File: config.mk
export PLATFORM = sky130hd
export DESIGN_NAME = fe_top
export DESIGN_NICKNAME = d
export VERILOG_FILES = /design/src/common/fe_pkg.sv /design/src/fe_top.sv /design/src/fe_controller.sv /design/src/fe_fetch_stage.sv /design/src/fe_pc_gen.sv
export VERILOG_INCLUDE_DIRS = /design/src /design/src/common
export SDC_FILE = /design/constraint.sdc
export NUM_CORES = 1
export LEC_CHECK = 0
export BUFFER_PORTS_ARGS = -buffer_cell sky130_fd_sc_hd__buf_2
export CELL_PAD_IN_SITES_DETAIL_PLACEMENT = 0
export CELL_PAD_IN_SITES_GLOBAL_PLACEMENT = 1
export CORE_ASPECT_RATIO = 0.9
export CORE_UTILIZATION = 23
export CTS_BUF_LIST = sky130_fd_sc_hd__clkbuf_2
export DETAILED_ROUTE_END_ITERATION = 10
export PLACE_DENSITY = 0.61
export SYNTH_ARGS = -nofsm -noshare
export SYNTH_HDL_FRONTEND = slang
export SYNTH_SLANG_ARGS = --single-unit
File: constraint.sdc
create_clock -name clk_i -period 4.16 [get_ports clk_i]
set_input_delay 0.208 -clock clk_i [delete_from_list [all_inputs] [get_ports clk_i]]
set_output_delay 0.208 -clock clk_i [all_outputs]
set_load 0.02 [all_outputs]
File: src/common/fe_cfg.svh
// Width and alignment settings for the fetch front end, included by the package and RTL
`ifndef FE_CFG_SVH
`define FE_CFG_SVH

// Fetch address width
`define FE_VADDR_WIDTH 32

// Instruction word width
`define FE_INSTR_WIDTH 32

// Bytes per sequential pc step
`define FE_INSTR_BYTES 4

// Low pc bits that must be zero for an aligned fetch
`define FE_ALIGN_BITS 2

`endif
File: src/common/fe_pkg.sv
// Shared types of the fetch front end, referenced by scoped names from the RTL
`default_nettype none

`include "fe_cfg.svh"

package fe_pkg;

  typedef logic [`FE_VADDR_WIDTH-1:0] vaddr_t;

  typedef logic [`FE_INSTR_WIDTH-1:0] instr_t;

  // Commands from the back end
  typedef enum logic [1:0]
  {
    e_op_pc_redirect = 2'd0,
    e_op_state_reset = 2'd1,
    e_op_wait        = 2'd2
  } fe_opcode_e;

  // Queue message kind
  typedef enum logic
  {
    e_msg_fetch     = 1'b0,
    e_msg_exception = 1'b1
  } fe_msg_e;

  // Exception codes carried in an exception message
  typedef enum logic [1:0]
  {
    e_exc_none         = 2'd0,
    e_exc_misaligned   = 2'd1,
    e_exc_access_fault = 2'd2
  } fe_exc_e;

  // Controller states
  typedef enum logic [1:0]
  {
    e_wait  = 2'd0,
    e_run   = 2'd1,
    e_stall = 2'd2
  } fe_state_e;

endpackage

`default_nettype wire

File: src/fe_top.sv
// Fetch front end top level; connects controller, pc generator and fetch pipeline to the ports
`timescale 1ns/1ps
`default_nettype none

module fe_top
(
  input  wire logic          clk_i,
  input  wire logic          reset_i,

  input  wire logic          fe_cmd_v_i,
  input  fe_pkg::fe_opcode_e fe_cmd_opcode_i,
  input  fe_pkg::vaddr_t     fe_cmd_vaddr_i,
  output logic               fe_cmd_yumi_o,

  output logic               imem_v_o,
  output fe_pkg::vaddr_t     imem_addr_o,
  input  fe_pkg::instr_t     imem_data_i,
  input  wire logic          imem_fault_i,

  output logic               fe_queue_v_o,
  output fe_pkg::fe_msg_e    fe_queue_msg_o,
  output fe_pkg::vaddr_t     fe_queue_pc_o,
  output fe_pkg::instr_t     fe_queue_instr_o,
  output fe_pkg::fe_exc_e    fe_queue_exc_o,
  input  wire logic          fe_queue_ready_i
);

  logic           issue_v;
  logic           redirect_v;
  fe_pkg::vaddr_t redirect_pc;
  logic           kill_if1;
  logic           cmd_hold;
  fe_pkg::vaddr_t issue_pc;
  fe_pkg::vaddr_t if2_pc;
  logic           fetch_fail;
  logic           exc_sent;

  fe_controller u_controller
  (
    .clk_i            (clk_i),
    .reset_i          (reset_i),
    .fe_cmd_v_i       (fe_cmd_v_i),
    .fe_queue_ready_i (fe_queue_ready_i),
    .fetch_fail_i     (fetch_fail),
    .exc_sent_i       (exc_sent),
    .fe_cmd_opcode_i  (fe_cmd_opcode_i),
    .fe_cmd_vaddr_i   (fe_cmd_vaddr_i),
    .if2_pc_i         (if2_pc),
    .fe_cmd_yumi_o    (fe_cmd_yumi_o),
    .issue_v_o        (issue_v),
    .redirect_v_o     (redirect_v),
    .kill_o           (kill_if1),
    .hold_o           (cmd_hold),
    .redirect_pc_o    (redirect_pc)
  );

  fe_pc_gen u_pc_gen
  (
    .clk_i         (clk_i),
    .reset_i       (reset_i),
    .redirect_v_i  (redirect_v),
    .issue_v_i     (issue_v),
    .redirect_pc_i (redirect_pc),
    .issue_pc_o    (issue_pc),
    .if2_pc_o      (if2_pc)
  );

  fe_fetch_stage u_fetch_stage
  (
    .clk_i            (clk_i),
    .reset_i          (reset_i),
    .issue_v_i        (issue_v),
    .kill_i           (kill_if1),
    .hold_i           (cmd_hold),
    .imem_fault_i     (imem_fault_i),
    .fe_queue_ready_i (fe_queue_ready_i),
    .imem_data_i      (imem_data_i),
    .if2_pc_i         (if2_pc),
    .fe_queue_v_o     (fe_queue_v_o),
    .fetch_fail_o     (fetch_fail),
    .exc_sent_o       (exc_sent),
    .fe_queue_msg_o   (fe_queue_msg_o),
    .fe_queue_pc_o    (fe_queue_pc_o),
    .fe_queue_instr_o (fe_queue_instr_o),
    .fe_queue_exc_o   (fe_queue_exc_o)
  );

  // Every issue is a memory request
  assign imem_v_o    = issue_v;
  assign imem_addr_o = issue_pc;

endmodule

`default_nettype wire

File: src/fe_controller.sv
// Front end controller; decodes commands and runs the wait/run/stall machine with poisoning
`timescale 1ns/1ps
`default_nettype none

module fe_controller
(
  input  wire logic          clk_i,
  input  wire logic          reset_i,
  input  wire logic          fe_cmd_v_i,
  input  wire logic          fe_queue_ready_i,
  input  wire logic          fetch_fail_i,
  input  wire logic          exc_sent_i,
  input  fe_pkg::fe_opcode_e fe_cmd_opcode_i,
  input  fe_pkg::vaddr_t     fe_cmd_vaddr_i,
  input  fe_pkg::vaddr_t     if2_pc_i,
  output logic               fe_cmd_yumi_o,
  output logic               issue_v_o,
  output logic               redirect_v_o,
  output logic               kill_o,
  output logic               hold_o,
  output fe_pkg::vaddr_t     redirect_pc_o
);

  fe_pkg::fe_state_e state_r;
  fe_pkg::fe_state_e state_n;
  fe_pkg::vaddr_t    resume_pc_r;
  logic              wait_pending_r;
  logic              redirect_cmd;
  logic              state_reset_cmd;
  logic              wait_cmd;
  logic              unstall;

  assign redirect_cmd    = fe_cmd_v_i & (fe_cmd_opcode_i == fe_pkg::e_op_pc_redirect);
  assign state_reset_cmd = fe_cmd_v_i & (fe_cmd_opcode_i == fe_pkg::e_op_state_reset);
  assign wait_cmd        = fe_cmd_v_i & (fe_cmd_opcode_i == fe_pkg::e_op_wait);

  // Commands are always taken at once
  assign fe_cmd_yumi_o = fe_cmd_v_i;

  // A parked wait leaves stall for wait rather than resuming
  assign unstall = (state_r == fe_pkg::e_stall) & ~fe_cmd_v_i & ~wait_pending_r
                 & fe_queue_ready_i;

  always_comb
  begin
    state_n = state_r;
    case (state_r)
      fe_pkg::e_wait:
      begin
        if (redirect_cmd)
          state_n = fe_pkg::e_run;
        else if (state_reset_cmd)
          state_n = fe_pkg::e_stall;
      end
      fe_pkg::e_run:
      begin
        if (redirect_cmd)
          state_n = fe_pkg::e_run;
        else if (fe_cmd_v_i | fetch_fail_i)
          state_n = fe_pkg::e_stall;
        else if (exc_sent_i)
          state_n = fe_pkg::e_wait;
      end
      fe_pkg::e_stall:
      begin
        if (redirect_cmd)
          state_n = fe_pkg::e_run;
        else if (fe_cmd_v_i)
          state_n = fe_pkg::e_stall;
        else if (wait_pending_r)
          state_n = fe_pkg::e_wait;
        else if (fe_queue_ready_i)
          state_n = fe_pkg::e_run;
      end
      default: state_n = fe_pkg::e_wait;
    endcase
  end

  always_ff @(posedge clk_i)
  begin
    if (reset_i)
    begin
      state_r        <= fe_pkg::e_wait;
      wait_pending_r <= 1'b0;
    end
    else
    begin
      state_r <= state_n;
      if (fe_cmd_v_i)
        wait_pending_r <= wait_cmd;
    end
  end

  // Replay point for stalls
  always_ff @(posedge clk_i)
  begin
    if (fe_cmd_v_i)
      resume_pc_r <= fe_cmd_vaddr_i;
    else if (fetch_fail_i)
      resume_pc_r <= if2_pc_i;
  end

  assign redirect_v_o  = redirect_cmd | unstall;
  assign redirect_pc_o = redirect_cmd ? fe_cmd_vaddr_i : resume_pc_r;

  // No issue in a command cycle since the new pc is loaded first
  assign issue_v_o = (state_n == fe_pkg::e_run) & ~fe_cmd_v_i;
  assign kill_o    = fe_cmd_v_i | fetch_fail_i | exc_sent_i;
  assign hold_o    = fe_cmd_v_i;

endmodule

`default_nettype wire

File: src/fe_fetch_stage.sv
// Two-stage fetch pipeline; captures the memory answer and forms the queue message in IF2
`timescale 1ns/1ps
`default_nettype none

`include "fe_cfg.svh"

module fe_fetch_stage
(
  input  wire logic          clk_i,
  input  wire logic          reset_i,
  input  wire logic          issue_v_i,
  input  wire logic          kill_i,
  input  wire logic          hold_i,
  input  wire logic          imem_fault_i,
  input  wire logic          fe_queue_ready_i,
  input  fe_pkg::instr_t     imem_data_i,
  input  fe_pkg::vaddr_t     if2_pc_i,
  output logic               fe_queue_v_o,
  output logic               fetch_fail_o,
  output logic               exc_sent_o,
  output fe_pkg::fe_msg_e    fe_queue_msg_o,
  output fe_pkg::vaddr_t     fe_queue_pc_o,
  output fe_pkg::instr_t     fe_queue_instr_o,
  output fe_pkg::fe_exc_e    fe_queue_exc_o
);

  logic           v_if1_r;
  logic           v_if2_r;
  fe_pkg::instr_t data_if2_r;
  logic           fault_if2_r;
  logic           misaligned;
  logic           is_exc;

  always_ff @(posedge clk_i)
  begin
    if (reset_i)
    begin
      v_if1_r <= 1'b0;
      v_if2_r <= 1'b0;
    end
    else
    begin
      v_if1_r <= issue_v_i;
      v_if2_r <= v_if1_r & ~kill_i;
    end
  end

  // Memory answers during IF1
  always_ff @(posedge clk_i)
  begin
    if (v_if1_r & ~kill_i)
    begin
      data_if2_r  <= imem_data_i;
      fault_if2_r <= imem_fault_i;
    end
  end

  assign misaligned = (if2_pc_i[`FE_ALIGN_BITS-1:0] != '0);
  assign is_exc     = misaligned | fault_if2_r;

  // Misaligned wins over an access fault
  assign fe_queue_exc_o   = misaligned  ? fe_pkg::e_exc_misaligned
                          : fault_if2_r ? fe_pkg::e_exc_access_fault
                          : fe_pkg::e_exc_none;
  assign fe_queue_msg_o   = is_exc ? fe_pkg::e_msg_exception : fe_pkg::e_msg_fetch;
  assign fe_queue_instr_o = is_exc ? '0 : data_if2_r;
  assign fe_queue_pc_o    = if2_pc_i;

  assign fe_queue_v_o = v_if2_r & fe_queue_ready_i & ~hold_i;
  assign fetch_fail_o = v_if2_r & ~fe_queue_v_o;
  assign exc_sent_o   = fe_queue_v_o & is_exc;

endmodule

`default_nettype wire

File: src/fe_pc_gen.sv
// Fetch pc generator; holds the next fetch address and tracks the pcs of IF1 and IF2
`timescale 1ns/1ps
`default_nettype none

`include "fe_cfg.svh"

module fe_pc_gen
(
  input  wire logic          clk_i,
  input  wire logic          reset_i,
  input  wire logic          redirect_v_i,
  input  wire logic          issue_v_i,
  input  fe_pkg::vaddr_t     redirect_pc_i,
  output fe_pkg::vaddr_t     issue_pc_o,
  output fe_pkg::vaddr_t     if2_pc_o
);

  fe_pkg::vaddr_t pc_r;
  fe_pkg::vaddr_t pc_n;
  fe_pkg::vaddr_t if1_pc_r;
  fe_pkg::vaddr_t if2_pc_r;

  // A redirect is visible in the cycle it arrives
  assign issue_pc_o = redirect_v_i ? redirect_pc_i : pc_r;

  always_comb
  begin
    pc_n = pc_r;
    if (issue_v_i)
      pc_n = issue_pc_o + fe_pkg::vaddr_t'(`FE_INSTR_BYTES);
    else if (redirect_v_i)
      pc_n = redirect_pc_i;
  end

  always_ff @(posedge clk_i)
  begin
    if (reset_i)
      pc_r <= '0;
    else
      pc_r <= pc_n;
  end

  // Pc pipeline follows the issue, one and two cycles behind
  always_ff @(posedge clk_i)
  begin
    if1_pc_r <= issue_pc_o;
    if2_pc_r <= if1_pc_r;
  end

  assign if2_pc_o = if2_pc_r;

endmodule

`default_nettype wire

Yosys cells after proc, flatten, opt, wreduce, memory -nomap -nowiden --
Index checks and enable logic that the tools add are counted. W data, S select, Z words.
Word-level totals: register bits after elaboration 166, bits of input ports 71, output and inout port bits 102, word-level logic and storage cells 59
Cells by class: $add $sub $neg 1, eq/ne operators 5, multiplexer cells 19, bitwise logic cells 20, reduce and logical (&&, ||, !) cells 4
Operator list (count):
- $mux W32 | 6
- $add A32 B3 Y32 const B | 1
- $mux W2 | 11
- $and A1 B1 Y1 | 12
- $eq A2 B1 Y1 const B | 3
- $pmux W2 S3 | 1
- $eq A2 B2 Y1 const B | 2
- $logic_not A2 Y1 | 2
- $not A1 Y1 | 4
- $or A1 B1 Y1 | 4
- $reduce_bool A2 Y1 | 2
- $mux W1 | 1

Depth between registers and ports, before layout --
Gate-level depths: netlist (run 1).
word-level depth 11, mapped depth 16

Hierarchy --
Synthesis (run 1) repeated with hierarchy kept, for this count alone.
Second synthesis, totals: cell total of the unflattened synthesis 539, area, all modules 6889.1 um^2
Modules (own cells, without submodules):
- fe_pc_gen | times used 1, cells an instance 296, area each 3329.4 um^2
- fe_controller | times used 1, cells an instance 128, area each 1966.9 um^2
- fe_fetch_stage | times used 1, cells an instance 115, area each 1592.8 um^2

Worst setup path after synthesis (run 1) --
No wires, ideal clock.
kind input to register, from input fe_cmd_v_i, to register u_pc_gen.pc_r[26], setup time 71 ps, arrival time 4072 ps, path slack 17 ps, cell stages on the path 16, buffers on the path 6, cells stage by stage buf_4 or3b_1 buf_4 buf_2 buf_1 buf_1 buf_1 nor2_1 a31oi_1 ha_1 inv_1 a311oi_1 nand4_1 or4_4 or3_1 a21oi_1
RTL lines:
- from (decl) | line fe_top.sv:10 | input wire logic fe_cmd_v_i,
- $not A1 Y1 | line fe_controller.sv:41 | assign unstall = (state_r == fe_pkg::e_stall) & ~fe_cmd_v_i & ~wait_pending_r
- $and A1 B1 Y1 (2 in a row) | line fe_controller.sv:41
- $and A1 B1 Y1 | line fe_controller.sv:42 | & fe_queue_ready_i;
- $or A1 B1 Y1 | line fe_controller.sv:103 | assign redirect_v_o = redirect_cmd | unstall;
- $mux W32 (*) | line fe_pc_gen.sv:31 | else if (redirect_v_i)
- via imem_addr_o[2] | line fe_top.sv:16 | output fe_pkg::vaddr_t imem_addr_o,
- $add A32 B3 Y32 (*) | line fe_pc_gen.sv:30 | pc_n = issue_pc_o + fe_pkg::vaddr_t'(`FE_INSTR_BYTES);
- $mux W32 (*) | line fe_pc_gen.sv:29 | if (issue_v_i)
- to (signal assigned) | line fe_pc_gen.sv:40 | pc_r <= pc_n;
- to (decl) | line fe_pc_gen.sv:18 | fe_pkg::vaddr_t pc_r;
The timed path passes the listed nets; every way through them passes the cells marked *. A chain may end at the register's enable or synchronous reset.

Worst setup path after layout (run 1) --
from input fe_cmd_v_i, to register u_pc_gen.pc_r[31]
On the way: word-level cells in the longest chain between the ends 11
Ends and longest elaborated chain (line):
- branches (longest 10 deep; another with $add A32 B3 Y32)
- $mux W32 (*) | fe_pc_gen.sv:29
Mark *: on every way between the ends.

==> flow_metrics.tcl, run 1 <==
set metrics [dict create \
    track_usage_pct 13.57 \
    internal-power_uw 2295 \
    fin_tns_setup_ns 0 \
    fp-row-count 58 \
    clockBufferDepth 2 \
    avgSynthCellArea_um2 11.17 \
    slew_violations 0 \
    fin_ws_ns 0.2188 \
    core_area_mm2 0.02816 \
    hold_class "input port to flip-flop" \
    final-hold-violation-count 0 \
    cts_resized 0 \
    routed-via-count 5317 \
    ios 173 \
    cts_buffers 17 \
    cts_tree "done" \
    antenna_found_initial 0 \
    place_inst 1108 \
    cts_hold_buffers 73 \
    path_cells "dlygate4sd3_1 > buf_2 > buf_4 > nor3b_4 > dlygate4sd3_1 > nor2_1 > a211oi_1 > and3_1 > nand4_1 > or4_1 > a21oi_1" \
    ys.flop_type "dfxtp_1" \
    grt_pass1_wl_um 30260 \
    clock-sinks 166 \
    worstSetupEndpointType "flip-flop" \
    synth_warnings 0 \
    p_seq_share_pct 57.1 \
    p_clk_share_pct 26.8 \
    drt_iter0_markers 209 \
    slowest_stage "dlygate4sd3_1" \
    fp.dieH_um 163.0 \
    crit_path_frequent_cell "dlygate4sd3_1" \
    cp.buffers_inverters 4 \
    fmax_ghz 0.2537 \
    worstSkewPairLatency_ns 0.77 \
    dpl_worst_slack_ns 0.4677 \
    period_share_pct 94.74 \
    outcome "complete, no violations" \
    stdcell_count 1213 \
    drc 0 \
    hold_ws_ns 0.1460 \
    routed_wl_um 19610 \
    drtAntennaViolNets 0 \
    overflow 0 \
    first_pass_iters 5 \
    ir_worst_vdd_mv 0.1919 \
    finClkSkew_ns 0.04581 \
    die_area_mm2 0.02948 \
    routabilityCongestion 0.7633 \
    maxCapViolCount 0 \
    viasPerCell 4.383 \
    nNetsFinal 912 \
    swShare_pct 29.07 \
    synthCells 593 \
    ys_ff_latch 166 \
    drive_above_1_share_pct 32.12 \
    syn_area_mm2 0.006623 \
    cp.required_ns 4.88 \
    post_cts_buffers 0 \
    fp.dieW_um 180.9 \
    grt_max_degree 39 \
    wl_per_cell_um 16.16 \
    critPathTopFamily "simple AND/OR/NAND/NOR gates" \
    cpPeakStageDelay_ns 0.76 \
    fin_crit_ns 3.941 \
    synth_edf_count 65 \
    grt_setup_unrepaired "no" \
    io_buffers 172 \
    final_util_pct 31.50 \
    area_growth_syn_to_layout_pct 33.93 \
    p_switching_uw 940.9 \
    synth_cell_types 62 \
    ctsHtreeMaxLevel 4 \
    yosysSeqAreaShare_pct 60.00 \
    grt_pass1_vias 5196 \
    clockRootBuffer "clkbuf_2" \
    clk_pin_slew_worst_paths_ns 0.27 \
    worstMarginPinSlew_ns 0.8371 \
    async_flop_share_pct 0 \
    worstPathArrival_ns 4.67 \
    finalSetupViolations 0 \
    power.density_mw_per_mm2 364.9 \
    syn-num-nets 665 \
    critPathKind "input port to flip-flop" \
    worstSetupStartpointType "input port" \
    hpwl_um 13710 \
    p_leak_uw 0.003580 \
    antenna_cells 0 \
    critPathMaxFanout 21 \
    max-slew-margin-rel_pct 44.19 \
    p_comb_share_pct 16.1 \
    initial_core_util_pct 23.52 \
]
metrics by stage:
step	total power [uW]	area [um2]
after floorplan	2154	6623
after global placement	2354	7913
after detailed placement	2354	7913
after CTS	3289	8870
after global routing	3406	8870
final	3236	8870
cells in the mapped netlist, types with 3 or more instances:
cell type  count  area [um2]
buf_2          6       30.03
nand3_1       15       75.07
nor2b_1        6       37.54
nand2_1       39       146.4
mux2_2        34       382.9
or4_1          3       22.52
nor4_1         6       37.54
and3_1         4       25.02
or3_1          8       50.05
xnor2_1       10       87.58
clkbuf_1      19       71.32
nor2_1        54       202.7
nand4_1       12       75.07
and2_1        33       206.5
buf_1          4       15.01
o31ai_1        3       22.52
dfxtp_1      101        2022
a31o_2         3       26.28
inv_1         10       37.54
xor2_1         5       43.79
o211ai_1       7       52.55
nand3b_1       3       22.52
o21ai_0       25       125.1
a31oi_1       26       162.7
edfxtp_1      65        1952
buf_4          9       67.56
a21oi_1       39       195.2
and4_1         4       35.03
power by group through the flow:
stage                     clock network [uW]  logic (uW)  registers [uW]
after global placement                     0         471            1880
after global routing                     976         568            1860
after detailed placement                   0         472            1880
after floorplan                            0         249            1910
after CTS                                911         529            1850
final                                    867         522            1850
cell families after synthesis:
kind of cell    synth area share [%]
buf+inv                        3.741
xor+xnor                       1.984
flops                          60.00
compound gates                 11.13
fa+ha+maj                     0.1889
simple gates                   16.85
mux                            6.102
final cells by class:
type                       instances  area, um2
clock buffer                      19      95.09
clock inverter                    13      131.4
fill                            2950      19290
inverter                          11      41.29
multi-input combinational        376       2414
sequential                       166       3974
tap                              360      450.4
timing repair buffer             268       1764
flip-flops by register name, summed over array words and instances (netlist names):
register,count
u_fetch_stage.data_if2_r,32
u_fetch_stage.v_if1_r,1
u_pc_gen.if2_pc_o,32
u_controller.state_r,2
u_fetch_stage.v_if2_r,1
u_pc_gen.pc_r,32
u_controller.resume_pc_r,32
u_fetch_stage.fault_if2_r,1
u_controller.wait_pending_r,1
u_pc_gen.if1_pc_r,32
routing by layer:
metal	track usage, %	up-vias	part of all wire [%]
met5	0	-	0
met4	3.497	0	0.80
met3	3.086	11	4.7
met2	20.81	151	44
met1	19.10	2530	50
li1	-	2625	-
path summary, 6_finish.rpt:
| path | from | end | slack [ns] | cells after the start |
|---|---|---|---|---|
| max | fe_cmd_v_i | u_pc_gen.pc_r[31] | 0.22 | 11 |
| min | imem_data_i[7] | u_fetch_stage.data_if2_r[7] | 0.15 | 2 |
| max reg2reg | u_controller.state_r[1] | u_pc_gen.pc_r[26] | 0.58 | 12 |
| min reg2reg | u_pc_gen.if1_pc_r[16] | u_pc_gen.if2_pc_o[16] | 0.35 | 0 |
cells in the final DEF, fill, tap and decap left out, drive strengths merged, types with 15 or more instances in the layout:
master	instances
and2	34
dlygate4sd3	73
clkbuf	19
nand2	40
edfxtp	65
nor2	54
a31oi	26
dfxtp	101
a21oi	39
nand3	15
mux2	35
o21ai	25
buf	195
Note: power is estimated with default switching activity, not from simulation.
==> inputs of run 2 (changes only) <==
--- a/config.mk
+++ b/config.mk
@@ -6,14 +6,14 @@
 export SDC_FILE = /design/constraint.sdc
 export NUM_CORES = 1
 export LEC_CHECK = 0
-export BUFFER_PORTS_ARGS = -buffer_cell sky130_fd_sc_hd__buf_2
 export CELL_PAD_IN_SITES_DETAIL_PLACEMENT = 0
 export CELL_PAD_IN_SITES_GLOBAL_PLACEMENT = 1
 export CORE_ASPECT_RATIO = 0.9
 export CORE_UTILIZATION = 23
 export CTS_BUF_LIST = sky130_fd_sc_hd__clkbuf_2
 export DETAILED_ROUTE_END_ITERATION = 10
-export PLACE_DENSITY = 0.61
+export DONT_BUFFER_PORTS = 1
+export PLACE_DENSITY = 0.54
 export SYNTH_ARGS = -nofsm -noshare
 export SYNTH_HDL_FRONTEND = slang
 export SYNTH_SLANG_ARGS = --single-unit
==> flow_metrics.tcl, run 2 (synthesis gave the netlist of run 1 again) <==
set metrics [dict create \
    fp-row-count 58 \
    top_layer "met5" \
    wl_met1_um 9288 \
    routabilityCongestion 0.8287 \
    worstPathArrival_ns 4.65 \
    first_pass_iters 5 \
    hpwl_um 13540 \
    grt_setup_unrepaired "no" \
    worstMarginPinSlew_ns 1.031 \
    fmax_ghz 0.2543 \
    drive_above_1_share_pct 16.58 \
    slew_violations 0 \
    final-hold-violation-count 0 \
    final_cell_mix "dlygate4sd3_1, dfxtp_1, edfxtp_1" \
    cts_tree "done" \
    power.density_mw_per_mm2 375.0 \
    p_switching_uw 946.1 \
    routed-via-count 5131 \
    fillers 2874 \
    p_clk_share_pct 28.7 \
    swShare_pct 28.77 \
    io_buffers 0 \
    rr_worst_depth 9 \
    internal-power_uw 2343 \
    drt_iter0_markers 480 \
    critPathKind "flip-flop to flip-flop" \
    period_share_pct 94.53 \
    met2WireLength_um 9724 \
    stdcell_count 1116 \
    clockRootBuffer "clkbuf_2" \
    multi_input_area_mm2 0.002434 \
    grt_max_degree 41 \
    dpl_worst_slack_ns 0.7789 \
    worstSkewPairLatency_ns 0.76 \
    layout_commonest_cell "dlygate4sd3_1" \
    hold_ws_ns 0.1233 \
    hold_start "fe_cmd_vaddr_i[20]" \
    grt_pass1_wl_um 31090 \
    p_leak_uw 0.003146 \
    cp.buffers_inverters 2 \
    clockBufferDepth 2 \
    track_usage_pct 14.17 \
    ctsHtreeMaxLevel 4 \
    p_comb_share_pct 13.8 \
    r2r_slack_ns 0.23 \
    slowest_stage "o41ai_4" \
    finClkSkew_ns 0.03197 \
    max-slew-margin-rel_pct 30.97 \
    cpPeakStageDelay_ns 0.74 \
    drc 0 \
    routed_wl_um 20920 \
    worstSetupEndpointType "flip-flop" \
    final_area_mm2 0.008770 \
    wl_per_cell_um 18.74 \
    hold_class "input port to flip-flop" \
    critPathTopFamily "simple AND/OR/NAND/NOR gates" \
    initial_core_util_pct 23.52 \
    maxCapViolCount 0 \
    crit_path_start "u_pc_gen.if2_pc_o[0]" \
    clock-sinks 166 \
    register_area_mm2 0.003975 \
    fin_crit_ns 3.932 \
    critPathMaxFanout 6 \
    viasPerCell 4.598 \
    timing.rr.end "u_pc_gen.pc_r[17]" \
    nNetsFinal 813 \
    hold_depth 6 \
    drtAntennaViolNets 0 \
    grt_pass1_vias 5160 \
    antenna_found_initial 2 \
    worstSetupStartpointType "flip-flop" \
    r2r-start "u_pc_gen.if2_pc_o[0]" \
    ir_worst_vdd_mv 0.1895 \
    clk_pin_slew_worst_paths_ns 0.24 \
    fin_ws_ns 0.2277 \
    fp.dieH_um 163.0 \
    holdPathEnd "u_pc_gen.pc_r[22]" \
    wl_met3_um 1589 \
    overflow 0 \
    area_growth_syn_to_layout_pct 32.42 \
    place_inst 944 \
    path_cells "nor3_2 > a21boi_1 > o41ai_4 > and4b_2 > nand4_1 > or3_1 > dlygate4sd3_1 > a21oi_1 > dlygate4sd3_1" \
    crit_path_frequent_cell "dlygate4sd3_1" \
    die_area_mm2 0.02948 \
    ios 173 \
    fp.dieW_um 180.9 \
    cts_buffers 17 \
    placed_cell_area_mm2 0.007106 \
    p_seq_share_pct 57.5 \
    finalSetupViolations 0 \
    fin_tns_setup_ns 0 \
    outcome "complete, no violations" \
    core_area_mm2 0.02816 \
    cp.required_ns 4.88 \
]
==> run 2: cell types whose count changed in the layout (fill, tap and decap cells not counted), sizes merged <==
cell,previous run,this run
buf,195,41
dlygate4sd3,73,127
clkinv,6,3
diode,0,2
bufinv,2,3
clkbuf,19,20
clkinvlp,4,5
o41ai,1,2
==> run 2: cell type report <==
cell class | count | share of cell area [%]
antenna | 2 | 0.05707
clock buffer | 20 | 1.141
clock inverter | 12 | 1.741
inverter | 11 | 0.4708
multi-input combinational | 377 | 27.75
sequential | 166 | 45.33
tap | 360 | 5.136
timing repair buffer | 168 | 18.38
==> run 2: through the flow <==
stage | util, % | total power (uW)
2_1_floorplan | - | 2154
3_3_place_gp | 25.24 | 2249
3_5_place_dp | 25.24 | 2251
4_1_cts | 30.75 | 3334
5_1_grt | 31.15 | 3452
6_report | 31.15 | 3289
==> run 2: power by group through the flow <==
stage / Combinational (uW) / Clock [uW] / Sequential [uW]
after CTS: 453 / 990 / 1890
after global routing: 492 / 1060 / 1900
after global placement: 324 / 0 / 1920
after floorplan: 249 / 0 / 1910
final: 453 / 945 / 1890
after detailed placement: 326 / 0 / 1930
==> run 2: how the worst max path moves through the flow <==
| stage | end | slack, ns | cells after the start |
|---|---|---|---|
| 6_report | u_pc_gen.pc_r[17] | 0.23 | 9 |
| 5_1_grt | u_pc_gen.pc_r[17] | 0.08 | 9 |
| 4_1_cts | u_pc_gen.pc_r[25] | 0.05 | 11 |
| 3_5_place_dp | u_pc_gen.pc_r[31] | 0.78 | 8 |
| 3_3_place_gp | u_pc_gen.pc_r[26] | 0.82 | 11 |
| 2_1_floorplan | u_pc_gen.pc_r[26] | 0.02 | 16 |
==> run 2: what timing repair did <==
item                                    4_1_cts  5_1_grt
endpoints found under the setup margin        0        4
hold buffers                                127        2
setup buffers                                 0        8
gates resized for setup                       0        3
hold endpoints to repair                    134        2
==> run 2: metal layers <==
metal	up-vias	GRT usage (%)
li1	2441	-
met1	2506	17.79
met2	166	22.43
met3	16	5.277
met4	2	4.584
met5	-	0
==> run 2: worst reg2reg max path, stage by stage (launching register included) <==
cell and delay (ns):
dfxtp_1 0.44, nor3_2 0.29, a21boi_1 0.19, o41ai_4 0.74, and4b_2 0.47, nand4_1 0.17, or3_1 0.33, dlygate4sd3_1 0.56
a21oi_1 0.15, dlygate4sd3_1 0.57
